`config.mk`:
```
export PLATFORM = sky130hd
export DESIGN_NAME = dispatcher
export DESIGN_NICKNAME = d
export VERILOG_FILES = /design/src/source/cpu_pkg.sv /design/src/source/dispatcher.sv
export SDC_FILE = /design/constraint.sdc
export NUM_CORES = 1
export LEC_CHECK = 0
export BUFFER_PORTS_ARGS = -buffer_cell sky130_fd_sc_hd__buf_2
export CORE_AREA = 2 2 39 41
export DETAILED_ROUTE_END_ITERATION = 6
export DIE_AREA = 0 0 41 43
export GPL_TIMING_DRIVEN = 0
export PLACE_DENSITY_LB_ADDON = 0.1
export SKIP_LAST_GASP = 1
export SLEW_MARGIN = 10
export SYNTH_ARGS = -nofsm -noshare
export SYNTH_HDL_FRONTEND = slang
export SYNTH_SLANG_ARGS = --single-unit
```
`constraint.sdc`:
```
create_clock -name vclk -period 0.9
set_input_delay 0.09 -clock vclk [all_inputs]
set_output_delay 0.09 -clock vclk [all_outputs]
set_load 0.03 [all_outputs]
```
`src/source/cpu_pkg.sv`:
```
`default_nettype none

package cpu_pkg;

    localparam int XLEN       = 32;
    localparam int REG_ADDR_W = 5;
    localparam int NUM_REGS   = 1 << REG_ADDR_W;

    typedef logic [XLEN-1:0]       word_t;
    typedef logic [REG_ADDR_W-1:0] reg_addr_t;

    // instruction field positions
    localparam int OPC_MSB = 31;
    localparam int OPC_LSB = 26;
    localparam int RD_MSB  = 4;
    localparam int RD_LSB  = 0;
    localparam int RJ_MSB  = 9;
    localparam int RJ_LSB  = 5;
    localparam int RK_MSB  = 14;
    localparam int RK_LSB  = 10;
    localparam int IMM_MSB = 21;
    localparam int IMM_LSB = 10;
    localparam int IMM_W   = IMM_MSB - IMM_LSB + 1;

    // codes outside this list decode as nop
    typedef enum logic [5:0] {
        OP_NOP  = 6'd0,
        OP_ADD  = 6'd1,
        OP_SUB  = 6'd2,
        OP_AND  = 6'd3,
        OP_OR   = 6'd4,
        OP_XOR  = 6'd5,
        OP_SLT  = 6'd6,
        OP_ADDI = 6'd7,
        OP_MUL  = 6'd8
    } opcode_e;

    typedef enum logic [2:0] {
        ALU_ADD = 3'd0,
        ALU_SUB = 3'd1,
        ALU_AND = 3'd2,
        ALU_OR  = 3'd3,
        ALU_XOR = 3'd4,
        ALU_SLT = 3'd5
    } alu_op_e;

    // result select at writeback
    typedef enum logic {
        UNIT_ALU = 1'b0,
        UNIT_MUL = 1'b1
    } unit_e;

endpackage

`default_nettype wire

```
`src/source/dispatcher.sv`:
```
`timescale 1ns/1ps
`default_nettype none

module dispatcher import cpu_pkg::*; (
    input  logic      head0_valid,
    input  logic      head1_valid,
    input  reg_addr_t rd0,
    input  logic      wen0,
    input  reg_addr_t rj1,
    input  reg_addr_t rk1,
    input  logic      reads_rk1,
    input  reg_addr_t rd1,
    input  logic      wen1,
    input  unit_e     unit1,
    output logic      issue0,
    output logic      issue1
);

    logic raw;
    logic waw;
    logic pair_ok;

    // slot 1 depends on slot 0 result
    assign raw = wen0 && ((rj1 == rd0) || (reads_rk1 && (rk1 == rd0)));

    // both write the same register
    assign waw = wen0 && wen1 && (rd1 == rd0);

    // only lane 0 multiplies
    assign pair_ok = head1_valid && (unit1 != UNIT_MUL) && !raw && !waw;

    // head always goes, no stall sources
    assign issue0 = head0_valid;
    assign issue1 = head0_valid && pair_ok;

endmodule

`default_nettype wire

```
* Word-level counts from Yosys, hierarchy flattened *
Index checks and enable logic that the tools add are counted.

storage, ports and cells
  word-level logic and storage cells = 15
  output and inout bits = 2
  register bits after elaboration = 0
  bits of input ports = 26

cells by class
  reductions and logical operators = 11
  bitwise gates (word level) = 1
  equal/unequal tests = 3

operators by type and width
  cell               count
  == test 5 bit      3
  logical AND 1 bit  8
  logical NOT 1 bit  2
  logical OR 1 bit   1
  inverter 1 bit     1

* Depth between registers and ports, before layout *
  depth in word-level cells = 8
  mapped depth = 4
  mapped depth without buffers = 4

* Least setup slack after synthesis *
OpenSTA, ideal clock, no wires.

  path kind = input -> output
  from = input rj1[2]
  to = output issue1
  required time = 0.810 ns
  arrival = 0.859 ns
  path buffers = 0
  slack = -0.049 ns
  stages = 4
  cells stage by stage = xor2_1 > nor4_1 > a31oi_1 > and3_1

between the ends
  longest elaborated chain between the ends = 7

ends and longest elaborated chain
  item                             line              text
  start, declared                  dispatcher.sv:9   input reg_addr_t rj1,
  == test 5 bit                    dispatcher.sv:24  assign raw = wen0 && ((rj1 == rd0) || (reads_rk1 && (rk1 == rd0)));
  logical OR 1 bit                 dispatcher.sv:24
  logical AND 1 bit                dispatcher.sv:24
  logical NOT 1 bit                dispatcher.sv:30  assign pair_ok = head1_valid && (unit1 != UNIT_MUL) && !raw && !waw;
  logical AND 1 bit (2 in series)  dispatcher.sv:30
  logical AND 1 bit                dispatcher.sv:34  assign issue1 = head0_valid && pair_ok;
  end, declared                    dispatcher.sv:16  output logic issue1

Every way passes these cells.

* Worst setup path after layout *
  from = input rk1[4]
  to = output issue1

between the ends
  longest elaborated chain between the ends = 8

ends and longest elaborated chain
  item                             line              text
  start, declared                  dispatcher.sv:10  input reg_addr_t rk1,
  == test 5 bit                    dispatcher.sv:24
  logical AND 1 bit                dispatcher.sv:24
  logical OR 1 bit                 dispatcher.sv:24
  logical AND 1 bit                dispatcher.sv:24
  logical NOT 1 bit                dispatcher.sv:30
  logical AND 1 bit (2 in series)  dispatcher.sv:30
  logical AND 1 bit                dispatcher.sv:34

Every way passes these cells.

==> key figures <==
Min path
  • WHS Path Cells: 3
  • Worst min path class: input pin to primary output
  • HP Start: head0_valid

Placement
  • Place WS: -0.366 ns
  • PortBufs: 28
  • Placed cell areas: around 360 um^2
  • GP Congestion: between 0.6 and 0.7
  • Placed Cells: 68

Worst setup path
  • Most frequent CP cell: buf_6
  • Endpoint class of the critical path: primary output
  • WS Path Type: input pin to primary output
  • Critical path arrival: 1.08 ns
  • Worst Setup SP: rk1[4]
  • Worst path max stage delay: ~0.29 ns
  • Critical Path Start Type: input pin
  • Required @ worst endpoint: 0.81 ns
  • Maximum net fanout on the critical path: 1
  • CP Cell Sequence: buf_6 > xor2_2 > nor4_2 > nand4_1 > and3_4 > buf_6
  • CP max stage cell: nor4_2

Final layout
  • FFs & Latches: 0
  • Synthesis-to-layout area growth: 113%
  • Fin area: ~420 um^2
  • Post-route non-filler standard cell count: between 60 and 70
  • Layout clock buffer count: 0
  • Seq. cell area: 0 um^2
  • Layout cells sized above 1: about two thirds
  • Antenna cells: 0
  • Layout Nets: 80

STA
  • Worst hold margin: ~0.53 ns
  • RSZ-0062 raised after global routing: yes
  • PnR worst setup slack: -0.265 ns
  • Tcrit/Tclk final: 129%
  • Final hold violations: 0
  • Final Max Tran Viols: 0
  • Period minus WS final: between 1 and 1.5 ns
  • Max_slew headroom: between 80% and 90%
  • Final setup fails: 1
  • Fmax: approximately 0.86 GHz
  • Least-Margin Pin Slew: 0.231 ns

Floorplan
  • Floorplan row count: 14
  • Die W: slightly above 40 um
  • I/O pins: 28
  • Std-Cell Core Area: 1380 um^2
  • Die H: ~43 um
  • Die area: about 1800 um^2
  • Initial Util: 14.2%

Synth
  • Synth warn: 0
  • Netlist Area Pre-Place: a little under 200 um^2
  • Distinct cells, synth: 9
  • Synth area leaders: xor2_1 54%, xnor2_1 13%, nand4_1 6.4%, nor4_1 6.4%, nor4_2 6.4%
  • Most frequent cell after synthesis: xor2_1
  • Sequential area share after synthesis: 0%
  • Post-Syn Nets: 50
  • Yosys top cell by area: xor2_1
  • Commonest cells post-synth: 12 x xor2_1, 3 x xnor2_1, 2 x nand4_1, 2 x nor4_1
  • Mapped Avg Cell Area: around 8 um^2
  • Mapped Cells: 24
  • Top cell type's share of synthesized area: approximately 54%

Route
  • Post-Route WL: ~590 um
  • Via density: 4.00
  • Drt initial violations: 0
  • Drt wl/cell: 8.68 um
  • DRC Markers: 0
  • Via count: 272
  • Detail Route Antenna Nets: 0
  • DR pass1 iterations: 1

GRT
  • Tot GR Track Use: between 7 and 8%
  • Grt total ovfl: 0
  • Vias in the first global route: 272
  • First-pass GRT wire length: 1.00 mm
  • Largest net degree at the start of global routing: 4
  • Initial antenna violation count: 0

Power
  • Lkg Pwr: slightly below 0.0002 uW
  • Final Total Pwr: about 180 uW
  • Pwr/cell area: ~430 nW/um^2
  • Maximum vdd drop: between 0.0001 and 0.00015 V

Run
  • Max Cap Viol: 0

Clock network
  • Post-CTS setup buffers: 0

Status
  • Failing checks: negative setup slack
  • Status: finished with violations
## final timing paths
path | to | slack [ns]
worst max-delay path | issue1 | -0.27
worst min-delay path | issue0 | 0.53
## area by class of cell
type	instances	area [um^2]
plain buffers	1	7.51
repair buffers	28	178
multi-input cells	23	214
fillers	170	965
well taps	16	20.0
## power by group
| group | total, uW | internal, uW | switching [uW] | leakage [uW] |
|---|---|---|---|---|
| Sequential | 0 | 0 | 0 | 0 |
| Combinational | 182 | 103 | 78.8 | 0.000198 |
| Clock | 0 | 0 | 0 | 0 |
## per-stage QoR
| stage | util [%] | setup TNS [ns] |
|---|---|---|
| floorplan | - | 0 |
| global placement | 26.1 | -0.357 |
| detailed placement | 26.1 | -0.366 |
| CTS | 28.4 | -0.293 |
| global route | 30.3 | -0.336 |
| finish | 30.3 | -0.265 |
## layout by cell type, fill, tap and decap left out
| cell | count |
|---|---|
| buf_2 | 22 |
| and3_4 | 1 |
| xnor2_1 | 3 |
| xor2_1 | 11 |
| buf_6 | 6 |
| buf_4 | 1 |
| a31oi_1 | 1 |
| nor4_2 | 3 |
| nand3b_1 | 1 |
| xor2_2 | 1 |
| nand4_1 | 2 |
## what timing repair did
item,in CTS,in global routing
endpoints found under the setup margin,1,1
hold buffers,0,0
pin swaps,7,6
resized for setup,8,5
## kinds of logic (layout without fill, tap and decap cells)
group / count (synthesis) / after routing / share of synthesized area (%)
compound gates: 1 / 1 / 3.19
simple gates: 7 / 7 / 26.1
buf+inv: 1 / 29 / 3.82
xor+xnor: 15 / 15 / 66.9
## layer usage
layer / global-route usage [%] / vias to the layer above / share of wire (%)
met2: 13.8 / 15 / 48
met1: 10.4 / 116 / 40
li1: - / 141 / -
met5: 0 / - / 0
met3: 0 / 0 / 12
met4: 0 / 0 / 0
## critical path, delay by kind of cell
family / cells / cell delay (ns)
XOR/XNOR: 1 / 0.16
buffers and inverters: 2 / 0.22
AND/OR/NAND/NOR: 3 / 0.60
(Power assumes the default switching activity.)
