===== src/source/cpu_pkg.sv =====
`default_nettype none

package cpu_pkg;

    localparam int XLEN       = 32;
    localparam int REG_ADDR_W = 5;
    localparam int NUM_REGS   = 1 << REG_ADDR_W;

    typedef logic [XLEN-1:0]       word_t;
    typedef logic [REG_ADDR_W-1:0] reg_addr_t;

    // instruction field positions
    localparam int OPC_MSB = 31;
    localparam int OPC_LSB = 26;
    localparam int RD_MSB  = 4;
    localparam int RD_LSB  = 0;
    localparam int RJ_MSB  = 9;
    localparam int RJ_LSB  = 5;
    localparam int RK_MSB  = 14;
    localparam int RK_LSB  = 10;
    localparam int IMM_MSB = 21;
    localparam int IMM_LSB = 10;
    localparam int IMM_W   = IMM_MSB - IMM_LSB + 1;

    // codes outside this list decode as nop
    typedef enum logic [5:0] {
        OP_NOP  = 6'd0,
        OP_ADD  = 6'd1,
        OP_SUB  = 6'd2,
        OP_AND  = 6'd3,
        OP_OR   = 6'd4,
        OP_XOR  = 6'd5,
        OP_SLT  = 6'd6,
        OP_ADDI = 6'd7,
        OP_MUL  = 6'd8
    } opcode_e;

    typedef enum logic [2:0] {
        ALU_ADD = 3'd0,
        ALU_SUB = 3'd1,
        ALU_AND = 3'd2,
        ALU_OR  = 3'd3,
        ALU_XOR = 3'd4,
        ALU_SLT = 3'd5
    } alu_op_e;

    // result select at writeback
    typedef enum logic {
        UNIT_ALU = 1'b0,
        UNIT_MUL = 1'b1
    } unit_e;

endpackage

`default_nettype wire


===== src/source/inst_mem.sv =====
`timescale 1ns/1ps
`default_nettype none

module inst_mem import cpu_pkg::*; #(
    parameter int IMEM_DEPTH = 64
) (
    input  wire                          clk,
    input  logic                         load_we,
    input  logic [$clog2(IMEM_DEPTH)-1:0] load_addr,
    input  word_t                        load_data,
    input  logic                         fetch_req,
    input  logic [$clog2(IMEM_DEPTH)-1:0] fetch_addr,
    output word_t                        inst_lo,
    output word_t                        inst_hi
);

    word_t mem [IMEM_DEPTH];

    // program load, one word per cycle
    always_ff @(posedge clk) begin
        if (load_we) begin
            mem[load_addr] <= load_data;
        end
    end

    // aligned pair, ready the cycle after the request
    always_ff @(posedge clk) begin
        if (fetch_req) begin
            inst_lo <= mem[fetch_addr];
            inst_hi <= mem[fetch_addr | 1'b1];
        end
    end

    a_pair_aligned: assert property (@(posedge clk) fetch_req |-> fetch_addr[0] == 1'b0);

endmodule

`default_nettype wire


===== config.mk =====
export PLATFORM = sky130hd
export DESIGN_NAME = inst_mem
export DESIGN_NICKNAME = d
export VERILOG_FILES = /design/src/source/cpu_pkg.sv /design/src/source/inst_mem.sv
export SDC_FILE = /design/constraint.sdc
export NUM_CORES = 2
export LEC_CHECK = 0
export BUFFER_PORTS_ARGS = -buffer_cell sky130_fd_sc_hd__buf_2
export CAP_MARGIN = 5
export CORE_MARGIN = 4
export CORE_UTILIZATION = 38
export CTS_CLUSTER_DIAMETER = 50
export DETAILED_ROUTE_END_ITERATION = 10
export GPL_TIMING_DRIVEN = 0
export PLACE_DENSITY = 0.55
export SLEW_MARGIN = 20
export SYNTH_ARGS = -nofsm -noshare
export SYNTH_HDL_FRONTEND = slang
export SYNTH_SLANG_ARGS = --single-unit

===== constraint.sdc =====
create_clock -name clk -period 4.03 [get_ports clk]
set_input_delay 0.403 -clock clk [delete_from_list [all_inputs] [get_ports clk]]
set_output_delay 0.403 -clock clk [all_outputs]
set_load 0.1 [all_outputs]

Word level (Yosys, flattened, before mapping)
Memory sizes are Yosys's and may differ from the RTL's. A register that Yosys moved wholly into a read port is not among the register bits. Cells that the tools add are included.

Muxes and demuxes: 2.

Operators by type and width (number): $mux W1 (2).

Word-level logic and storage cells: 3. Register bits after elaboration: 0. Memory bits (writable): 2048. Output and inout bits: 64. Memories kept: 1.

Memories: mem (depth 64, width 32, read ports 2, clocked after Yosys merged registers in 2, write ports 1, RTL line inst_mem.sv:17) `word_t mem [IMEM_DEPTH];`.

Logic depth before layout (Yosys ltp)
Depth after elaboration: 2. Gate-level depth with buffers: 10. Gate-level depth less buffers: 5.

Worst setup path after synthesis
No wires, ideal clock.

Path type: input port to flip-flop. From: in load_we. To: mem mem[40][0] (netlist name), enable pin. Library setup time: 461 ps. Path slack: 509 ps. Stages on the path: 3. Arrival: 3060 ps. Data required time: 3569 ps. Cells stage by stage: clkbuf_1 nand4b_1 nor3_1.

Longest elaborated chain between the ends: 2.

RTL lines: from (decl) (RTL line inst_mem.sv:8) `input logic load_we,`; $mux W1 (RTL line inst_mem.sv:21) `if (load_we) begin`; $mux W1 (not written as such) (RTL line inst_mem.sv:22) `mem[load_addr] <= load_data;`; to (decl) (RTL line inst_mem.sv:17).

No other way between the ends.

==> impl_metrics.env <==
export IMPL_result_of_the_run="finished, final reports clean"
export IMPL_cp_end_kind="register"
export IMPL_period_needed_ns=3.70
export IMPL_die_area_um2=229000
export IMPL_critical_path_top_cell_by_count="sky130_fd_sc_hd__buf_2"
export IMPL_seq_power_share=0.502
export IMPL_postRouteAntennaNets=0
export IMPL_setup_fix_buffers_added_after_clock_tree_synthesis=0
export IMPL_rows=172
export IMPL_layout_area_overhead_vs_synth_pct=18.4
export IMPL_drt_iter0_markers=8365
export IMPL_worst_skew_pair_late_latency_ns=0.88
export IMPL_die_height_um=478
export IMPL_synth_yosys_seq_area_share=0.755
export IMPL_critical_path_cell_chain="buf_2 > buf_2 > and3b_1 > clkbuf_1 > buf_1 > a221oi_1 > o221ai_1 > a21oi_1"
export IMPL_slowest_delay_ns=1.08
export IMPL_core_area_um2=220000
export IMPL_power_ir_vdd_worst_v=0.000411
export IMPL_startpoint_type="primary input"
export IMPL_number_of_global_route_vias_before_repair=44700
export IMPL_final_hold_violation_count=0
export IMPL_detail_route_wirelength_mm=319
export IMPL_post_synth_cell_area_avg_um2=20.1
export IMPL_synth_edff_count=2112
export IMPL_finalHoldWorstSlack_ns=0.0990
export IMPL_place_ws_ns=-0.246
export IMPL_yosysTopAreaCellShare=0.755
export IMPL_clock_tree_root_cell="sky130_fd_sc_hd__clkbuf_16"
export IMPL_io_buffers=105
export IMPL_layout_setup_ws_ns=0.334
export IMPL_switching_power_uw=11900
export IMPL_numClockSinks=2112
export IMPL_grt_max_degree=65
export IMPL_io_pins=111
export IMPL_share_comb_of_total_power=0.085
export IMPL_clk_pin_slew_worst_paths_ns=0.06
export IMPL_worst_ep_arrival_time_ns=4.23
export IMPL_drv_cap=0
export IMPL_num_nets_final=4723
export IMPL_drt_pass1_iter_count=6
export IMPL_gp_routability_congestion=1.06
export IMPL_critical_path_max_fanout=11
export IMPL_grt_antenna_before_repair=41
export IMPL_grt_setup_unrepaired="false"
export IMPL_grt_total_usage=0.275
export IMPL_routedWlPerCell_um=40.7
export IMPL_worst_rel_slew_slack=0.115
export IMPL_initial_core_util=0.382
export IMPL_detail_route_drc_violations=0
export IMPL_setup_viol=0
export IMPL_holdCritPathClass="in2reg"
export IMPL_final_min_period_over_clock_period=0.917
export IMPL_synth_async_reset_ratio=0
export IMPL_grt_first_pass_wirelength_mm=419
export IMPL_cts_buffers=220
export IMPL_actual_transition_at_the_worst_max_transition_pin_ns=1.33
export IMPL_cts_resized_gates=0
export IMPL_timing_max_transition_violations_final=0
export IMPL_finClkSkew_ns=0.0655
export IMPL_static_leakage_power_uw=0.0324
export IMPL_synth_ff_latch_count=2112
export IMPL_fraction_of_power_consumed_by_the_clock_network=0.414
export IMPL_synth_top_area_cell="sky130_fd_sc_hd__edfxtp_1"
export IMPL_power_density_cell_area_nw_per_um2=491
export IMPL_maxClockFrequency_mhz=271
export IMPL_vias=47800
export IMPL_syn_inst=4183
export IMPL_p_sw_frac=0.244
export IMPL_overflow=0
export IMPL_routed_via_density=6.10
export IMPL_drive_gt1_frac=0.261
export IMPL_htree_levels=4
export IMPL_ff2ff_setup_slack_ns=1.08
export IMPL_synthesis_nets=4230
export IMPL_tritoncts="done"
export IMPL_cts_max_path_buffers=3
export IMPL_place_hpwl_mm=228
export IMPL_timing_critical_path_slowest_stage_cell="sky130_fd_sc_hd__a221oi_1"
export IMPL_yosysUniqueCellTypes=58
export IMPL_crit_type="in2reg"
export IMPL_dominantRegCellSynth="sky130_fd_sc_hd__edfxtp_1"
export IMPL_synth_yosys_warnings=0
export IMPL_die_width_um=478
export IMPL_cell_internal_pwr_uw=36800
export IMPL_cp_data_required_time_ns=4.57
export IMPL_yosys_top_cells_area="sky130_fd_sc_hd__edfxtp_1 76%, sky130_fd_sc_hd__mux4_2 9.0%, sky130_fd_sc_hd__mux2i_1 5.8%"
export IMPL_syn_area_um2=84000
-- synthesized netlist by cell type, drive strengths merged, types with 3 or more instances --
master / number
o211ai: 10
nand3: 30
clkbuf: 72
a21oi: 82
o31a: 3
o21bai: 12
o21ai: 58
a22oi: 157
nand2: 129
mux2i: 483
o221ai: 44
a211oi: 28
o311ai: 14
a211o: 20
nor3: 8
and2: 15
nor2: 93
a31oi: 5
buf: 191
nor4bb: 3
or3: 3
mux2: 96
a31o: 9
o22a: 7
and3: 5
nor2b: 13
o22ai: 34
nand2b: 21
o311a: 5
mux4: 336
edfxtp: 2112
a221oi: 34
nand4: 31
-- cells in the final DEF, fill, tap and decap left out, drive strengths merged, types with 10 or more instances in the layout --
| cell type | instances |
|---|---|
| a211o | 20 |
| a211oi | 28 |
| a21oi | 82 |
| a221oi | 34 |
| a22oi | 157 |
| and2 | 15 |
| buf | 446 |
| bufinv | 17 |
| clkbuf | 343 |
| clkinv | 101 |
| clkinvlp | 10 |
| diode | 14 |
| dlygate4sd3 | 16 |
| edfxtp | 2112 |
| inv | 15 |
| mux2 | 96 |
| mux2i | 483 |
| mux4 | 336 |
| nand2 | 129 |
| nand2b | 21 |
| nand3 | 30 |
| nand4 | 31 |
| nor2 | 93 |
| nor2b | 13 |
| o211ai | 10 |
| o21ai | 58 |
| o21bai | 12 |
| o221ai | 44 |
| o22ai | 34 |
| o311ai | 14 |
-- logic make-up (layout without fill, tap and decap cells) --
kind of cell / count (synthesis) / count (layout) / synth area share
other cells: 0 / 14 / 0
compound gates: 528 / 528 / 0.0447
simple gates: 362 / 362 / 0.0205
mux: 915 / 915 / 0.161
flops: 2112 / 2112 / 0.755
buf+inv: 266 / 948 / 0.0189
-- path summary, 6_finish.rpt --
| kind | from | to | depth (start not counted) |
|---|---|---|---|
| hold / removal | load_data[8] | mem[47][8]$_DFFE_PP_ | 1 |
| hold reg to reg | mem[44][10]$_DFFE_PP_ | inst_lo[10]$_DFFE_PP_ | 4 |
| setup reg to reg | mem[63][26]$_DFFE_PP_ | inst_hi[26]$_DFFE_PP_ | 4 |
| setup / recovery | fetch_addr[3] | inst_lo[30]$_DFFE_PP_ | 8 |
-- timing repair --
item | 4_1_cts | 5_1_grt
hold buffers | 16 | 0
setup endpoints to repair | 0 | 0
hold endpoints to repair | 398 | 0
-- state kept, by name (all words and copies together) (netlist names) --
register	flops
inst_lo	32
mem	2048
inst_hi	32
-- per-stage QoR --
stage	setup TNS, ns	cells	util	total power, uW	area, um2
detailed placement	-1.17	7396	0.419	28900	92000
finish	0	7837	0.452	48800	99400
CTS	0	7823	0.452	48800	99300
global route	0	7825	0.452	49900	99400
global placement	-2420.02	7246	0.401	28800	88200
floorplan	0	4183	-	26800	84000
-- area by class of cell --
| cell class | count | area [um2] |
|---|---|---|
| Fill cell | 18600 | 120000 |
| Clock inverter | 140 | 1340 |
| Tap cell | 2958 | 3700 |
| Inverter | 3 | 11.3 |
| Buffer | 263 | 1580 |
| Clock buffer | 271 | 5820 |
| Antenna cell | 14 | 35.0 |
| Multi-Input combinational cell | 1805 | 19400 |
| Sequential cell | 2112 | 63400 |
| Timing Repair Buffer | 271 | 4030 |
-- power groups by stage --
stage | Clock, uW | Combinational (uW) | Sequential [uW]
final | 20200 | 4130 | 24500
after global routing | 21400 | 4120 | 24500
after CTS | 20400 | 3980 | 24500
after detailed placement | 0 | 3960 | 24900
after global placement | 0 | 3820 | 24900
after floorplan | 0 | 1460 | 25400
-- routing by layer --
metal  track usage  vias up  part of all wire
met3        0.0738      536              0.12
met5             0        -           0.00019
met4         0.140       10             0.061
li1              -    18500                 -
met1         0.389    25600              0.40
met2         0.390     3163              0.42
-- worst max-delay path: cells and delay by family --
kind | cells | cell delay (ns)
simple gates | 1 | 0.39
compound gates | 3 | 2.15
buf+inv | 4 | 1.24
Note: power is estimated with default switching activity, not from simulation.
