$ cat src/source/cpu_pkg.sv
`default_nettype none

package cpu_pkg;

    localparam int XLEN       = 32;
    localparam int REG_ADDR_W = 5;
    localparam int NUM_REGS   = 1 << REG_ADDR_W;

    typedef logic [XLEN-1:0]       word_t;
    typedef logic [REG_ADDR_W-1:0] reg_addr_t;

    // instruction field positions
    localparam int OPC_MSB = 31;
    localparam int OPC_LSB = 26;
    localparam int RD_MSB  = 4;
    localparam int RD_LSB  = 0;
    localparam int RJ_MSB  = 9;
    localparam int RJ_LSB  = 5;
    localparam int RK_MSB  = 14;
    localparam int RK_LSB  = 10;
    localparam int IMM_MSB = 21;
    localparam int IMM_LSB = 10;
    localparam int IMM_W   = IMM_MSB - IMM_LSB + 1;

    // codes outside this list decode as nop
    typedef enum logic [5:0] {
        OP_NOP  = 6'd0,
        OP_ADD  = 6'd1,
        OP_SUB  = 6'd2,
        OP_AND  = 6'd3,
        OP_OR   = 6'd4,
        OP_XOR  = 6'd5,
        OP_SLT  = 6'd6,
        OP_ADDI = 6'd7,
        OP_MUL  = 6'd8
    } opcode_e;

    typedef enum logic [2:0] {
        ALU_ADD = 3'd0,
        ALU_SUB = 3'd1,
        ALU_AND = 3'd2,
        ALU_OR  = 3'd3,
        ALU_XOR = 3'd4,
        ALU_SLT = 3'd5
    } alu_op_e;

    // result select at writeback
    typedef enum logic {
        UNIT_ALU = 1'b0,
        UNIT_MUL = 1'b1
    } unit_e;

endpackage

`default_nettype wire

$ cat src/source/exec_lane.sv
`timescale 1ns/1ps
`default_nettype none

module exec_lane import cpu_pkg::*; #(
    parameter bit HAS_MUL = 1'b1
) (
    input  wire       clk,
    input  wire       rstn,
    input  logic      issue,
    input  reg_addr_t rd,
    input  reg_addr_t rj,
    input  reg_addr_t rk,
    input  word_t     imm,
    input  alu_op_e   alu_op,
    input  logic      use_imm,
    input  unit_e     unit,
    input  logic      wen,
    output reg_addr_t raddr_j,
    output reg_addr_t raddr_k,
    input  word_t     rdata_j,
    input  word_t     rdata_k,
    output logic      busy,
    output logic      wb_valid,
    output reg_addr_t wb_addr,
    output word_t     wb_data
);

    // decode stage
    logic      d_valid;
    logic      d_wen;
    reg_addr_t d_rd;
    reg_addr_t d_rj;
    reg_addr_t d_rk;
    word_t     d_imm;
    alu_op_e   d_alu_op;
    logic      d_use_imm;
    unit_e     d_unit;

    // execute stage
    logic      x_valid;
    logic      x_wen;
    reg_addr_t x_rd;
    word_t     x_alu;
    word_t     x_mul;
    unit_e     x_unit;

    // writeback stage
    logic      w_valid;
    logic      w_wen;

    word_t     op_b;
    word_t     alu_res;
    word_t     mul_res;

    assign raddr_j = d_rj;
    assign raddr_k = d_rk;
    assign op_b    = d_use_imm ? d_imm : rdata_k;

    always_comb begin
        case (d_alu_op)
            ALU_SUB: alu_res = rdata_j - op_b;
            ALU_AND: alu_res = rdata_j & op_b;
            ALU_OR:  alu_res = rdata_j | op_b;
            ALU_XOR: alu_res = rdata_j ^ op_b;
            ALU_SLT: alu_res = {{(XLEN-1){1'b0}}, $signed(rdata_j) < $signed(op_b)};
            default: alu_res = rdata_j + op_b;
        endcase
    end

    // low word of the product only
    if (HAS_MUL) begin : g_mul
        assign mul_res = rdata_j * rdata_k;
    end else begin : g_no_mul
        assign mul_res = '0;
    end

    always_ff @(posedge clk or negedge rstn) begin
        if (!rstn) begin
            d_valid <= 1'b0;
            x_valid <= 1'b0;
            w_valid <= 1'b0;
        end else begin
            d_valid <= issue;
            x_valid <= d_valid;
            w_valid <= x_valid;
        end
    end

    always_ff @(posedge clk) begin
        d_wen     <= wen;
        d_rd      <= rd;
        d_rj      <= rj;
        d_rk      <= rk;
        d_imm     <= imm;
        d_alu_op  <= alu_op;
        d_use_imm <= use_imm;
        d_unit    <= unit;
        x_wen     <= d_wen;
        x_rd      <= d_rd;
        x_alu     <= alu_res;
        x_mul     <= mul_res;
        x_unit    <= d_unit;
        w_wen     <= x_wen;
        wb_addr   <= x_rd;
        wb_data   <= (x_unit == UNIT_MUL) ? x_mul : x_alu;
    end

    assign wb_valid = w_valid && w_wen;
    assign busy     = d_valid || x_valid || w_valid;

    a_mul_lane_only: assert property (@(posedge clk) disable iff (!rstn)
        (!HAS_MUL && issue) |-> (unit != UNIT_MUL));

endmodule

`default_nettype wire

$ cat config.mk
export PLATFORM = sky130hd
export DESIGN_NAME = exec_lane
export DESIGN_NICKNAME = d
export VERILOG_FILES = /design/src/source/cpu_pkg.sv /design/src/source/exec_lane.sv
export SDC_FILE = /design/constraint.sdc
export NUM_CORES = 2
export LEC_CHECK = 0
export BUFFER_PORTS_ARGS = -buffer_cell sky130_fd_sc_hd__clkbuf_2
export CAP_MARGIN = 20
export CELL_PAD_IN_SITES_DETAIL_PLACEMENT = 1
export CELL_PAD_IN_SITES_GLOBAL_PLACEMENT = 1
export CORE_ASPECT_RATIO = 1.5
export CORE_MARGIN = 1.5
export CORE_UTILIZATION = 44
export CTS_CLUSTER_DIAMETER = 200
export DETAILED_ROUTE_END_ITERATION = 16
export PLACE_DENSITY_LB_ADDON = 0.1
export SLEW_MARGIN = 30
export SYNTH_ARGS = -nofsm -noshare
export SYNTH_HDL_FRONTEND = slang
export SYNTH_SLANG_ARGS = --single-unit
$ cat constraint.sdc
create_clock -name clk -period 3.7 [get_ports clk]
set_input_delay 0.555 -clock clk [delete_from_list [all_inputs] [get_ports clk]]
set_output_delay 0.555 -clock clk [all_outputs]
set_load 0.005 [all_outputs]
## Word-level counts from Yosys, hierarchy flattened

Cells that the tools add are included.
W data, S select, Z words.

| cells by class | value |
|---|---|
| equality and inequality tests | 5 |
| muxes and demuxes | 3 |
| shift operators | 0 |
| bitwise logic cells | 3 |
| divide/modulo/power cells | 0 |
| multipliers | 1 |
| add/sub/neg operators | 2 |
| magnitude comparators | 1 |
| reductions and logical operators | 3 |

Operators with widths:

| cell | count |
|---|---|
| $pmux W32 S5 | 1 |
| $mux W32 | 2 |
| $add A32 B32 Y32 | 1 |
| $and A32 B32 Y32 | 1 |
| $lt A32 B32 Y1 | 1 |
| $mul A32 B32 Y32 | 1 |
| $or A32 B32 Y32 | 1 |
| $sub A32 B32 Y32 | 1 |
| $xor A32 B32 Y32 | 1 |
| $eq A3 B2 Y1 const B | 2 |
| $eq A3 B3 Y1 const B | 2 |
| $eq A3 B1 Y1 const B | 1 |
| $logic_or A1 B1 Y1 | 2 |
| $logic_and A1 B1 Y1 | 1 |

| storage, ports and cells | value |
|---|---|
| memories kept | 0 |
| latch bits | 0 |
| memory bits (writable) | 0 |
| output and inout port bits | 49 |
| memory bits (read-only) | 0 |
| register bits after elaboration | 165 |

## Depth between registers and ports, before layout

| logic depth | value |
|---|---|
| depth in word-level cells | 3 |
| depth in mapped cells | 27 |
| mapped depth without buffers | 25 |

## Worst setup path before layout

OpenSTA, ideal clock, no wires.

| path | value |
|---|---|
| path kind | in2reg |
| start point | input port rdata_k[5] |
| end point | register x_mul[31] |
| data arrival time | 7129 ps |
| stages on the path | 23 |
| buffers on the path | 2 |
| setup time | 72 ps |
| path slack | -3501 ps |
| cell sequence | clkbuf_1 clkbuf_1 and2_1 fa_1 fa_1 fa_1 inv_1 fa_1 inv_1 fa_1 fa_1 fa_1 fa_1 ha_1 a2111oi_0 o21ai_0 a31o_2 a221oi_1 o21a_1 o21ai_0 a21o_1 a21oi_1 xnor2_1 |

| between the ends | value |
|---|---|
| longest elaborated chain between the ends | 1 |

RTL lines:

| element | RTL line | RTL |
|---|---|---|
| start, declared | exec_lane.sv:21 | `input word_t rdata_k,` |
| $mul A32 B32 Y32 | exec_lane.sv:72 | `assign mul_res = rdata_j * rdata_k;` |
| net mul_res[31] | exec_lane.sv:53 | `word_t mul_res;` |
| end signal, assigned | exec_lane.sv:101 | `x_mul <= mul_res;` |
| end, declared | exec_lane.sv:44 | `word_t x_mul;` |

The timed path passes the listed nets, and every way through them passes these cells.

## Worst setup path after layout

| path | value |
|---|---|
| start point | input port rdata_j[19] |
| end point | register x_mul[31] |

| between the ends | value |
|---|---|
| longest elaborated chain between the ends | 1 |

RTL lines:

| element | RTL line | RTL |
|---|---|---|
| start, declared | exec_lane.sv:20 | `input word_t rdata_j,` |
| $mul A32 B32 Y32 | exec_lane.sv:72 |  |
| net mul_res[31] | exec_lane.sv:53 |  |

The timed path passes the listed nets, and every way through them passes these cells.

==> flow_metrics.tcl <==
set metrics [dict create \
    outcome "finished with violations" \
    violations "setup timing" \
    synth_top_cell_area_share_pct 33.0 \
    regToRegSetupSlack_ns 0 \
    pre_cts_ws_ns -3.59 \
    fin_crit_ns 6.62 \
    hold_violations 0 \
    wl_per_cell_um 24.5 \
    async_flop_share_pct 1.82 \
    yosysWarnings 0 \
    fmax_ghz 0.151 \
    post-dp-hpwl_um 80600 \
    r2r.worst_path.cells 13 \
    grt_pass1_vias 25500 \
    drt_iter0_drc 1196 \
    endpoint_kind "flop" \
    post_route_cells_drive_above_1_share_pct 29.9 \
    htreeDepth 4 \
    globalRoute.totalOverflow 0 \
    arrival_ns 7.04 \
    crit_buf_inv 4 \
    setup_viol 26 \
    final_core_util_pct 58.6 \
    gp_congestion 0.953 \
    synth_nets 3541 \
    drt-total-wl_um 100000 \
    synth.avg_cell_area_um2 8.91 \
    antenna_found_initial 3 \
    start_kind "input port" \
    syn_area_um2 24900 \
    critPathMaxStageDelay_ns 0.61 \
    nNetsFinal 4076 \
    root_buffer "clkbuf_16" \
    critPathTopFamily "adder cells" \
    clk_pin_slew_ns 0.09 \
    grt_pass1_wl_um 150000 \
    cts_buffer_depth 2 \
    cpMostUsedCell "fa_1" \
    max_slew_margin_pct 33.3 \
    fin_crit_sh_pct 179 \
    cap_violations 0 \
    ys_seq_area_share_pct 13.3 \
    grt_start_max_net_pins 35 \
    die_w_um 197 \
    first_pass_iters 4 \
    clock_latency_ns 0.50 \
    synth.cells.most_frequent "inv_1 (504), fa_1 (410), and2_1 (302)" \
    synth_ff_type "dfxtp_1" \
    worstReg2RegEnd "x_alu[31]$_DFF_P_" \
    required_ns 4.12 \
    synth_edf_count 0 \
    rows 106 \
    yosysMostFrequentCell "inv_1" \
    synth-seq-cells 165 \
    r2r_start "d_use_imm$_DFF_P_" \
    fp.dieH_um 294 \
    die_area_um2 58000 \
    grt_usage_pct 35.0 \
    cp-startpoint "rdata_j[19]" \
    yosys.area.top_type "fa_1" \
    slew_violations 0 \
    syn2layout_area_growth_pct 31.4 \
    vias 22100 \
    cts_tree "built" \
    ios 169 \
    synthCells 2791 \
    vias_per_cell 5.39 \
    setup_tns_ns -56.34 \
    start_util_pct 44.6 \
    setup_slack_ns -2.92 \
    worstSetupEndpoint "x_mul[31]$_DFF_P_" \
    rsz0062_at_grt "yes" \
    cp_slowest_cell "fa_1" \
    ys_types 75 \
    design.core.area_um2 55800 \
    clock-sinks 165 \
    critPathKind "input port to flop" \
    crit_cells 23 \
    remaining_drc_errors 0 \
    tightest_slew_ns 0.996 \
    cts_buffers 17 \
    io_buffer_count 168 \
    crit_chain "clkbuf_4, and2_1, fa_1, inv_2, fa_1, fa_1, fa_1, inv_2, fa_1, fa_1, fa_1, fa_2, ha_4, buf_4, o21ai_2, nand2_1, a31o_2, a221oi_2, o21a_4, o21ai_4, a21o_1, a21oi_2, xnor2_1" \
    crit_path_max_fanout 6 \
    ant_nets 0 \
    hp-class "input port to flop" \
    clock_skew_ns 0.0175 \
    ys_top_cells_by_area "fa_1 (33%), dfxtp_1 (13%), ha_1 (11%)" \
]
==> metal layers <==
layer | GRT usage (%) | wire length [um]
met5 | 0 | 0
met3 | 3.72 | 3500
met2 | 65.1 | 53500
met4 | 22.6 | 7330
met1 | 37.3 | 36000
==> sequential cells by signal, indices dropped and copies added, names as in the netlist <==
register,flops
d_imm,32
wb_data,32
x_alu,32
x_mul,32
d_rd,5
raddr_j,5
raddr_k,5
wb_addr,5
x_rd,5
d_alu_op,3
d_unit,1
d_use_imm,1
d_valid,1
d_wen,1
w_valid,1
w_wen,1
x_unit,1
x_valid,1
x_wen,1
==> what timing repair did <==
action                                  in CTS  in global routing
hold endpoints to repair                     3                  0
hold buffers                                 1                  0
gates resized for setup                    262                134
cloned                                       0                  3
pin swaps                                  105                 80
endpoints found under the setup margin      46                 46
setup buffers                               22                 28
==> final cells by class <==
cell class	count	area (um2)
multi-input cells	1971	20600
clock buffers	17	425
flip-flops and latches	165	3330
diodes	3	7.51
inverters	505	1900
clock inverters	15	183
fillers	6364	23100
repair buffers	666	5300
well taps	756	946
==> kinds of logic (layout without fill, tap and decap cells) <==
| family | count (synthesis) | count (layout) | synth area share, % |
|---|---|---|---|
| simple gates | 776 | 776 | 15.9 |
| flops | 165 | 165 | 13.3 |
| xor+xnor | 89 | 89 | 3.13 |
| mux | 68 | 68 | 2.91 |
| buf+inv | 655 | 1203 | 9.91 |
| fa+ha+maj | 630 | 630 | 44.1 |
| compound gates | 408 | 408 | 10.8 |
| other cells | 0 | 3 | 0 |
==> worst min-delay path by stage <==
stage,to,slack [ns],depth (start not counted),startpoint
floorplan,d_valid$_DFF_PN0_,0.26,0,rstn
global placement,wb_addr[1]$_DFF_P_,0.31,0,x_rd[1]$_DFF_P_
detailed placement,wb_addr[4]$_DFF_P_,0.31,0,x_rd[4]$_DFF_P_
CTS,d_imm[16]$_DFF_P_,0.11,1,imm[16]
global route,raddr_k[4]$_DFF_P_,0.14,1,rk[4]
finish,d_imm[13]$_DFF_P_,0.14,1,imm[13]
==> placed cells by master, fill, tap and decap left out, types with 25 or more instances in the layout <==
cell / n
nand2_1: 270
mux2_2: 34
xnor2_1: 64
a21oi_1: 130
buf_6: 64
o22ai_1: 29
fa_1: 376
buf_4: 416
clkbuf_2: 141
ha_1: 172
and2_1: 274
ha_4: 41
clkbuf_16: 25
fa_2: 34
inv_1: 483
and2_4: 28
nor2_1: 84
dfxtp_1: 158
==> through the flow <==
stage          cells  hold WS [ns]  instance area (um2)
6_report        4098         0.143                32700
5_1_grt         4096         0.142                32700
4_1_cts         4069         0.112                31900
3_5_place_dp    4017         0.313                29900
3_3_place_gp    4017         0.312                29900
2_1_floorplan   2791         0.259                25300
Power is not shown: default switching activity piles up to over one toggle a cycle in this logic, so the estimate is an artifact.
