[config.mk]
export PLATFORM = sky130hd
export DESIGN_NAME = decoder
export DESIGN_NICKNAME = d
export VERILOG_FILES = /design/src/source/cpu_pkg.sv /design/src/source/decoder.sv
export SDC_FILE = /design/constraint.sdc
export NUM_CORES = 1
export LEC_CHECK = 0
export ABC_AREA = 1
export BUFFER_PORTS_ARGS = -buffer_cell sky130_fd_sc_hd__buf_2
export CAP_MARGIN = 20
export CORE_MARGIN = 2
export CORE_UTILIZATION = 30
export DETAILED_ROUTE_END_ITERATION = 12
export PLACE_DENSITY = 0.86
export SYNTH_ARGS = -nofsm -noshare
export SYNTH_HDL_FRONTEND = slang
export SYNTH_SLANG_ARGS = --single-unit
[constraint.sdc]
create_clock -name vclk -period 0.8
set_input_delay 0.04 -clock vclk [all_inputs]
set_output_delay 0.04 -clock vclk [all_outputs]
set_load 0.02 [all_outputs]
[src/source/cpu_pkg.sv]
`default_nettype none

package cpu_pkg;

    localparam int XLEN       = 32;
    localparam int REG_ADDR_W = 5;
    localparam int NUM_REGS   = 1 << REG_ADDR_W;

    typedef logic [XLEN-1:0]       word_t;
    typedef logic [REG_ADDR_W-1:0] reg_addr_t;

    // instruction field positions
    localparam int OPC_MSB = 31;
    localparam int OPC_LSB = 26;
    localparam int RD_MSB  = 4;
    localparam int RD_LSB  = 0;
    localparam int RJ_MSB  = 9;
    localparam int RJ_LSB  = 5;
    localparam int RK_MSB  = 14;
    localparam int RK_LSB  = 10;
    localparam int IMM_MSB = 21;
    localparam int IMM_LSB = 10;
    localparam int IMM_W   = IMM_MSB - IMM_LSB + 1;

    // codes outside this list decode as nop
    typedef enum logic [5:0] {
        OP_NOP  = 6'd0,
        OP_ADD  = 6'd1,
        OP_SUB  = 6'd2,
        OP_AND  = 6'd3,
        OP_OR   = 6'd4,
        OP_XOR  = 6'd5,
        OP_SLT  = 6'd6,
        OP_ADDI = 6'd7,
        OP_MUL  = 6'd8
    } opcode_e;

    typedef enum logic [2:0] {
        ALU_ADD = 3'd0,
        ALU_SUB = 3'd1,
        ALU_AND = 3'd2,
        ALU_OR  = 3'd3,
        ALU_XOR = 3'd4,
        ALU_SLT = 3'd5
    } alu_op_e;

    // result select at writeback
    typedef enum logic {
        UNIT_ALU = 1'b0,
        UNIT_MUL = 1'b1
    } unit_e;

endpackage

`default_nettype wire

[src/source/decoder.sv]
`timescale 1ns/1ps
`default_nettype none

module decoder import cpu_pkg::*; (
    input  word_t     inst,
    output reg_addr_t rd,
    output reg_addr_t rj,
    output reg_addr_t rk,
    output word_t     imm,
    output alu_op_e   alu_op,
    output logic      use_imm,
    output unit_e     unit,
    output logic      wen,
    output logic      reads_rk
);

    opcode_e opcode;
    logic    writes;

    assign opcode = opcode_e'(inst[OPC_MSB:OPC_LSB]);
    assign rd     = inst[RD_MSB:RD_LSB];
    assign rj     = inst[RJ_MSB:RJ_LSB];
    assign rk     = inst[RK_MSB:RK_LSB];
    assign imm    = {{(XLEN-IMM_W){inst[IMM_MSB]}}, inst[IMM_MSB:IMM_LSB]};

    always_comb begin
        alu_op   = ALU_ADD;
        use_imm  = 1'b0;
        unit     = UNIT_ALU;
        writes   = 1'b1;
        reads_rk = 1'b1;
        case (opcode)
            OP_ADD: alu_op = ALU_ADD;
            OP_SUB: alu_op = ALU_SUB;
            OP_AND: alu_op = ALU_AND;
            OP_OR:  alu_op = ALU_OR;
            OP_XOR: alu_op = ALU_XOR;
            OP_SLT: alu_op = ALU_SLT;
            OP_ADDI: begin
                use_imm  = 1'b1;
                reads_rk = 1'b0;
            end
            OP_MUL: unit = UNIT_MUL;
            // nop and undefined codes
            default: begin
                writes   = 1'b0;
                reads_rk = 1'b0;
            end
        endcase
    end

    // r0 is never a real destination
    assign wen = writes && (rd != '0);

endmodule

`default_nettype wire

---- Word-level counts from Yosys, hierarchy flattened ----
Cells that the tools add are included.
word-level totals
  logic and storage cells ................. 17
  bits in registers ....................... 0
  output and inout port bits .............. 54
  input bits .............................. 32
operators by class
  reductions and logical operators ........ 4
  equal/unequal tests ..................... 8
  mux-type cells .......................... 5
operators with widths
  kind                                                              number
  6-bit by 3-bit == test with 1-bit output (second input constant)  4
  3-bit one-hot mux with 5 select lines                             1
  6-bit by 2-bit == test with 1-bit output (second input constant)  2
  8-bit OR reduction                                                1
  7-bit OR reduction                                                1
  6-bit by 1-bit == test with 1-bit output (second input constant)  1
  6-bit by 4-bit == test with 1-bit output (second input constant)  1
  5-bit nonzero test                                                1
  1-bit 2-to-1 mux                                                  4
  1-bit logical AND                                                 1

---- Longest topological paths before layout ----
Gate-level depths: netlist of the first run.
  depth after elaboration ................. 4
  mapped depth ............................ 7
  gate-level depth less buffers ........... 7

---- Least setup slack after synthesis of the first run ----
Ideal clock, no wire load.
  path kind ............................... input -> output
  start ................................... input port inst[31]
  end ..................................... output port alu_op[0]
  cell stages on the path ................. 3
  required time ........................... 0.760 ns
  setup slack ............................. 0.048 ns
  buffers on the path ..................... 0
  arrival time ............................ 0.712 ns
  cells stage by stage .................... nor2_4 > nand2_1 > o21ai_0
between the ends
  word-level cells in the longest chain between the ends .. 2
  elaborated cells between the ends (all ways) .. 6
  those cells by class .................... eq/ne (5); mux (1)
RTL lines
  item                                                                                                         RTL line       source
  start: declaration                                                                                           decoder.sv:5   input word_t inst,
  6-bit by 3-bit == test with 1-bit output / 6-bit by 2-bit == test with 1-bit output (equally long branches)  decoder.sv:32  case (opcode)
  3-bit one-hot mux with 5 select lines (*)                                                                    decoder.sv:32
  end: declaration                                                                                             decoder.sv:10  output alu_op_e alu_op,
Mark *: on every way between the ends. The rest lies on a longest branch, timed or not.

---- Worst setup path in the final report of the first run ----
  start ................................... input port inst[28]
  end ..................................... output port wen
between the ends
  word-level cells in the longest chain between the ends .. 4
  elaborated cells between the ends (all ways) .. 11
  those cells by class .................... eq/ne (8); mux (1); reduce/logical (2)
RTL lines
  item                                                              RTL line       source
  6-bit by 4-bit == test with 1-bit output (tied with other cells)  decoder.sv:32
  8-bit OR reduction (no source line) (*)                           n/a
  1-bit 2-to-1 mux (*)                                              decoder.sv:32
  1-bit logical AND (*)                                             decoder.sv:53  assign wen = writes && (rd != '0);
  end: declaration                                                  decoder.sv:13  output logic wen,
Marked as above.

==> flow_summary_export.csv, run 1 <==
group,metric,value,unit
pwr,p_leak,0.292,nW
critical_path,worstPathRequired,0.76,ns
route,dr_wl_met3,147,µm
route,drt-total-wl,875,µm
logic_synthesis,synthSimpleGateAreaFrac,26.5,%
critical_path,crit_type,"input pin to primary output",
floorplanning,fp.dieArea,2180,µm²
logic_synthesis,ys_types,14,
min_path,hold_class,"input pin to primary output",
min_path,hold_path_depth,0,
min_path,min_from,"inst[19]",
logic_synthesis,netlist_area,548,µm²
route,dr.pass1.iters,1,
logic_synthesis,synthTopCellsByArea,"buf_4 (64%), inv_1 (7.5%), nand2_1 (5.5%), nand3_1 (4.6%), nand2_2 (3.4%)",
timing,fin_hold_ws,0.0800,ns
route,drt_iter0_drc,0,
logic_synthesis,yosys.area.top_type,"buf_4",
critical_path,crit_chain,"buf_2, nor2_2, nand2_2, inv_2, nand2_2, nand3_2, nor2_2, nor2_1, buf_4",
route,via_per_inst,4.06,
critical_path,crit_path_end_kind,"primary output",
timing,rsz0062_at_grt,"yes",
placement,place_inst,92,
timing,setup_violations,4,
grt,grt_max_degree,22,
logic_synthesis,synth_fp_nets,120,
final_layout,nets,103,
floorplanning,num_rows,15,
logic_synthesis,yosysWarnings,0,
grt,antenna_found_initial,0,
final_layout,antenna_cells,0,
min_path,min_to,"imm[9]",
placement,io_buffers,23,
grt,grt_overflow,0,
final_layout,fin_cells,94,
pwr,irDropWorstVdd,0.101,mV
final_layout,drive_gt1_share,66.7,%
timing,finalCriticalPeriod,0.878,ns
timing,fmaxAchievable,1140,MHz
floorplanning,die_h,46.7,µm
logic_synthesis,ys_seq_area_share,0,%
timing,setup_ws,-0.0784,ns
final_layout,seq_area,0,µm²
route,drtAntennaViolNets,0,
logic_synthesis,syn_avg_cell_area,6.23,µm²
route,top_layer_used,"met4",
logic_synthesis,muxShareOfSynthArea,0,%
timing,worstMarginPinSlew,0.161,ns
logic_synthesis,synth-compound-area-share,0.913,%
logic_synthesis,synth_xor_area_share,0,%
grt,grt_usage,6.12,%
logic_synthesis,synth_top_area_share,64.4,%
placement,place_congestion,0.758,
grt,grt_pass1_wl,1070,µm
final_layout,area_growth,-17.1,%
route,drc,0,
grt,first_global_vias,286,
floorplanning,core-area,1730,µm²
floorplanning,die_w,46.7,µm
critical_path,cp.arrival,0.84,ns
placement,dp_hpwl,649,µm
timing,slew_headroom,89.3,%
run_status,violations,"negative setup slack",
run_status,outcome,"finished, violations left",
pwr,p_per_area,409,nW/µm²
final_layout,clock_buffers,0,
critical_path,max_stage_delay,0.15,ns
logic_synthesis,synth_fa_ha_area_share,0,%
route,drt-met1-wl,229,µm
timing,drv_slew,0,
timing,fin_crit_sh,110,%
timing,finalHoldViolCount,0,
route,route.met2.wl,488,µm
critical_path,cpMaxStageDelayCell,"buf_4",
critical_path,start_kind,"input pin",
logic_synthesis,netlist_instances,88,
route,num_vias,382,
final_layout,design.seq.count,0,
floorplanning,start_util,31.7,%
logic_synthesis,synth_top_family_by_area,"buffers and inverters",
route,wl_per_cell,9.31,µm
job,maxCapViolCount,0,
critical_path,worstPathMaxFanout,4,
floorplanning,ios,86,
[synth_stat cells]
cell and instances:
buf_4 47, inv_1 11, inv_2 1, nand2_1 8
nand2_2 3, nand3_1 5, nand3_2 1, nand4_1 1
nor2_1 5, nor2_2 2, nor2_4 1, nor3_1 1
nor3b_1 1, o21ai_0 1
[per-stage QoR]
step	util, %	total power [mW]	setup TNS [ns]	worst slack (ns)	area, µm²
6_report	26.3	0.186	-0.162	-0.0784	454
5_1_grt	26.3	0.206	-0.504	-0.146	454
4_1_cts	22.2	0.163	-0.0559	-0.0557	384
3_5_place_dp	21.1	0.151	-0.124	-0.0727	364
3_3_place_gp	21.1	0.149	-0.116	-0.0821	364
2_1_floorplan	-	0.405	0	0.0484	548
[cells in the final DEF, fill, tap and decap left out]
cell,count
buf_2,13
buf_4,10
inv_1,9
nand2_1,6
nand2_2,5
buf_6,5
nor2_2,4
inv_2,3
nand3_1,3
nand3_2,3
nor2_4,2
nor2_1,2
o21ai_2,1
nor3_1,1
nor3b_1,1
nand4_1,1
[logic make-up after synthesis]
kind of cell | count (synthesis)
simple gates | 28
buf+inv | 59
compound gates | 1
[report_power, final]
| group | internal (mW) | switching (mW) |
|---|---|---|
| registers | 0 | 0 |
| logic | 0.0823 | 0.104 |
| clock network | 0 | 0 |
| total | 0.0823 | 0.104 |
[how the worst max path moves through the flow]
stage              from  cells past startpoint   endpoint
4_1_cts        inst[30]                      9        wen
3_5_place_dp   inst[29]                      9        wen
5_1_grt        inst[28]                      9        wen
6_report       inst[28]                      9        wen
3_3_place_gp   inst[29]                      9        wen
2_1_floorplan  inst[31]                      3  alu_op[0]
[timing repair]
action	4_1_cts	5_1_grt
endpoints found under the hold margin	0	0
resized for setup	5	21
pin swaps	9	8
setup buffers	0	2
endpoints found under the setup margin	4	5
hold buffers	0	0
gates cloned	0	0
[critical path: cells and delay by family]
family | cells | cell delay (ns)
and+or+nand+nor | 6 | 0.45
buffers and inverters | 3 | 0.33
[layer usage]
layer  vias to the layer above  track usage (%)
li1                        180                -
met1                       164             5.52
met2                        32             12.5
met3                         6             1.92
met4                         0             2.22
met5                         -                0
[final cells by class]
cell class         instances  area (µm²)
well taps                 25        31.3
fillers                  202        1270
multi-input cells         29         181
inverters                 12        45.0
repair buffers            28         196
Note: power is estimated with default switching activity, not from simulation.
==> run 2, diff against run 1 <==
--- a/config.mk
+++ b/config.mk
@@ -6,7 +6,7 @@
 export NUM_CORES = 1
 export LEC_CHECK = 0
 export ABC_AREA = 1
-export BUFFER_PORTS_ARGS = -buffer_cell sky130_fd_sc_hd__buf_2
+export BUFFER_PORTS_ARGS = -buffer_cell sky130_fd_sc_hd__clkbuf_2
 export CAP_MARGIN = 20
 export CORE_MARGIN = 2
 export CORE_UTILIZATION = 30
==> run 2 against run 1 <==
The flow still finishes with violations (negative setup slack). Design area up 2.5%. Routed wire length up 5.0%. Combinational power up 6%. Global-route usage up 1.0 points. Cell count down 1.1%. Worst hold slack unchanged. Setup slack better by 0.015 ns. Flip-flop and latch count unchanged. Utilization up 0.65 points. Largest cell class unchanged. Largest power group unchanged. Highest routed layer unchanged.
==> flow_summary_export.csv, run 2 (synthesis gave the netlist of run 1 again) <==
group,metric,value,unit
route,num_vias,385,
route,dr.pass1.iters,4,
pwr,p_leak,0.288,nW
floorplanning,core-area,1730,µm²
final_layout,clock_buffers,0,
critical_path,crit_family,"simple AND/OR/NAND/NOR gates",
critical_path,worstPathMaxFanout,5,
timing,setup_violations,4,
timing,drv_slew,0,
route,via_per_inst,4.14,
timing,finalHoldViolCount,0,
run_status,outcome,"finished, violations left",
floorplanning,die_h,46.7,µm
floorplanning,ios,86,
route,drt-total-wl,919,µm
final_layout,final_common_cell,"clkbuf_2",
min_path,hold_class,"input pin to primary output",
final_layout,antenna_cells,0,
critical_path,start_kind,"input pin",
critical_path,worstPathRequired,0.76,ns
final_layout,area_growth,-15.1,%
final_layout,drive_gt1_share,70.6,%
critical_path,crit_path_end_kind,"primary output",
placement,place_ws,-0.0860,ns
grt,antenna_found_initial,0,
placement,place_congestion,0.713,
timing,worstMarginPinSlew,0.160,ns
grt,grt_max_degree,22,
route,drtAntennaViolNets,0,
pwr,irDropWorstVdd,0.101,mV
run_status,violations,"negative setup slack",
grt,grt_overflow,0,
route,wl_per_cell,9.88,µm
route,drc,0,
critical_path,max_stage_delay,0.14,ns
timing,finalCriticalPeriod,0.864,ns
final_layout,layout_common_cells,"clkbuf_2 (11), nand2_2 (7), inv_1 (7)",
timing,slew_headroom,89.3,%
floorplanning,start_util,31.7,%
critical_path,critPathBufInv,3,
floorplanning,die_w,46.7,µm
critical_path,crit_chain,"clkbuf_8, nor2_4, nand2_2, inv_2, nand2_2, nand3_2, nor2_2, nor2_1, buf_4",
timing,setup_tns,-0.169,ns
floorplanning,num_rows,15,
route,drt_iter0_drc,1,
timing,setup_ws,-0.0638,ns
floorplanning,fp.dieArea,2180,µm²
job,maxCapViolCount,0,
grt,grt_pass1_wl,1210,µm
grt,grt_usage,7.14,%
final_layout,seq_area,0,µm²
timing,fmaxAchievable,1160,MHz
final_layout,design.seq.count,0,
timing,rsz0062_at_grt,"yes",
critical_path,cpMaxStageDelayCell,"nor2_4",
timing,fin_crit_sh,108,%
grt,first_global_vias,313,
critical_path,cp.arrival,0.82,ns
placement,io_buffers,23,
pwr,p_per_area,424,nW/µm²
cts,post_cts_buffers,0,
critical_path,crit_type,"input pin to primary output",
critical_path,path_common_cell,"nand2_2",
placement,dp_hpwl,679,µm
pwr,power.total,0.198,mW
final_layout,nets,102,
## run 2: changes by cell type in the layout (fill, tap and decap cells not counted), moves of 2 or more
cell / delta
buf_6: -2
buf_4: -5
clkbuf_8: +2
clkbuf_2: +11
nand2_1: -2
inv_1: -2
inv_4: +2
buf_2: -9
nand2_2: +2
## run 2: layout make-up
type               count  area, µm²
well taps             25       31.3
inverters             12       50.0
multi-input cells     29        188
repair buffers        27        196
fillers              204       1260
## run 2: final timing paths
| kind | cells after the start | from | slack (ns) | to |
|---|---|---|---|---|
| min | 0 | inst[19] | 0.08 | imm[9] |
| max | 9 | inst[30] | -0.06 | wen |
## run 2: layer usage
layer  vias to the layer above  part of all wire, %  wire length [µm]  GRT usage [%]
li1                        178                    -                 -              -
met1                       165                   26               239           5.52
met2                        34                   54               499           15.6
met3                         8                   16               150           1.92
met4                         0                  3.2                29           3.33
met5                         -                    0                 0              0
## run 2: per-stage QoR
stage,hold slack [ns],instance area [µm²],util (%),std cells
2_1_floorplan,0.193,548,-,88
3_3_place_gp,0.0801,372,21.5,93
3_5_place_dp,0.0801,372,21.5,93
4_1_cts,0.0801,408,23.6,93
5_1_grt,0.0800,465,27.0,93
6_report,0.0800,465,27.0,93
## run 2: repair_timing
item,in CTS,in global routing
hold buffers,0,0
pin swaps,3,6
gates cloned,0,0
setup endpoints to repair,5,6
gates resized for setup,9,31
## run 2: power breakdown
part | switching [mW] | internal, mW | leakage (nW)
clock network | 0 | 0 | 0
logic | 0.111 | 0.0868 | 0.288
registers | 0 | 0 | 0
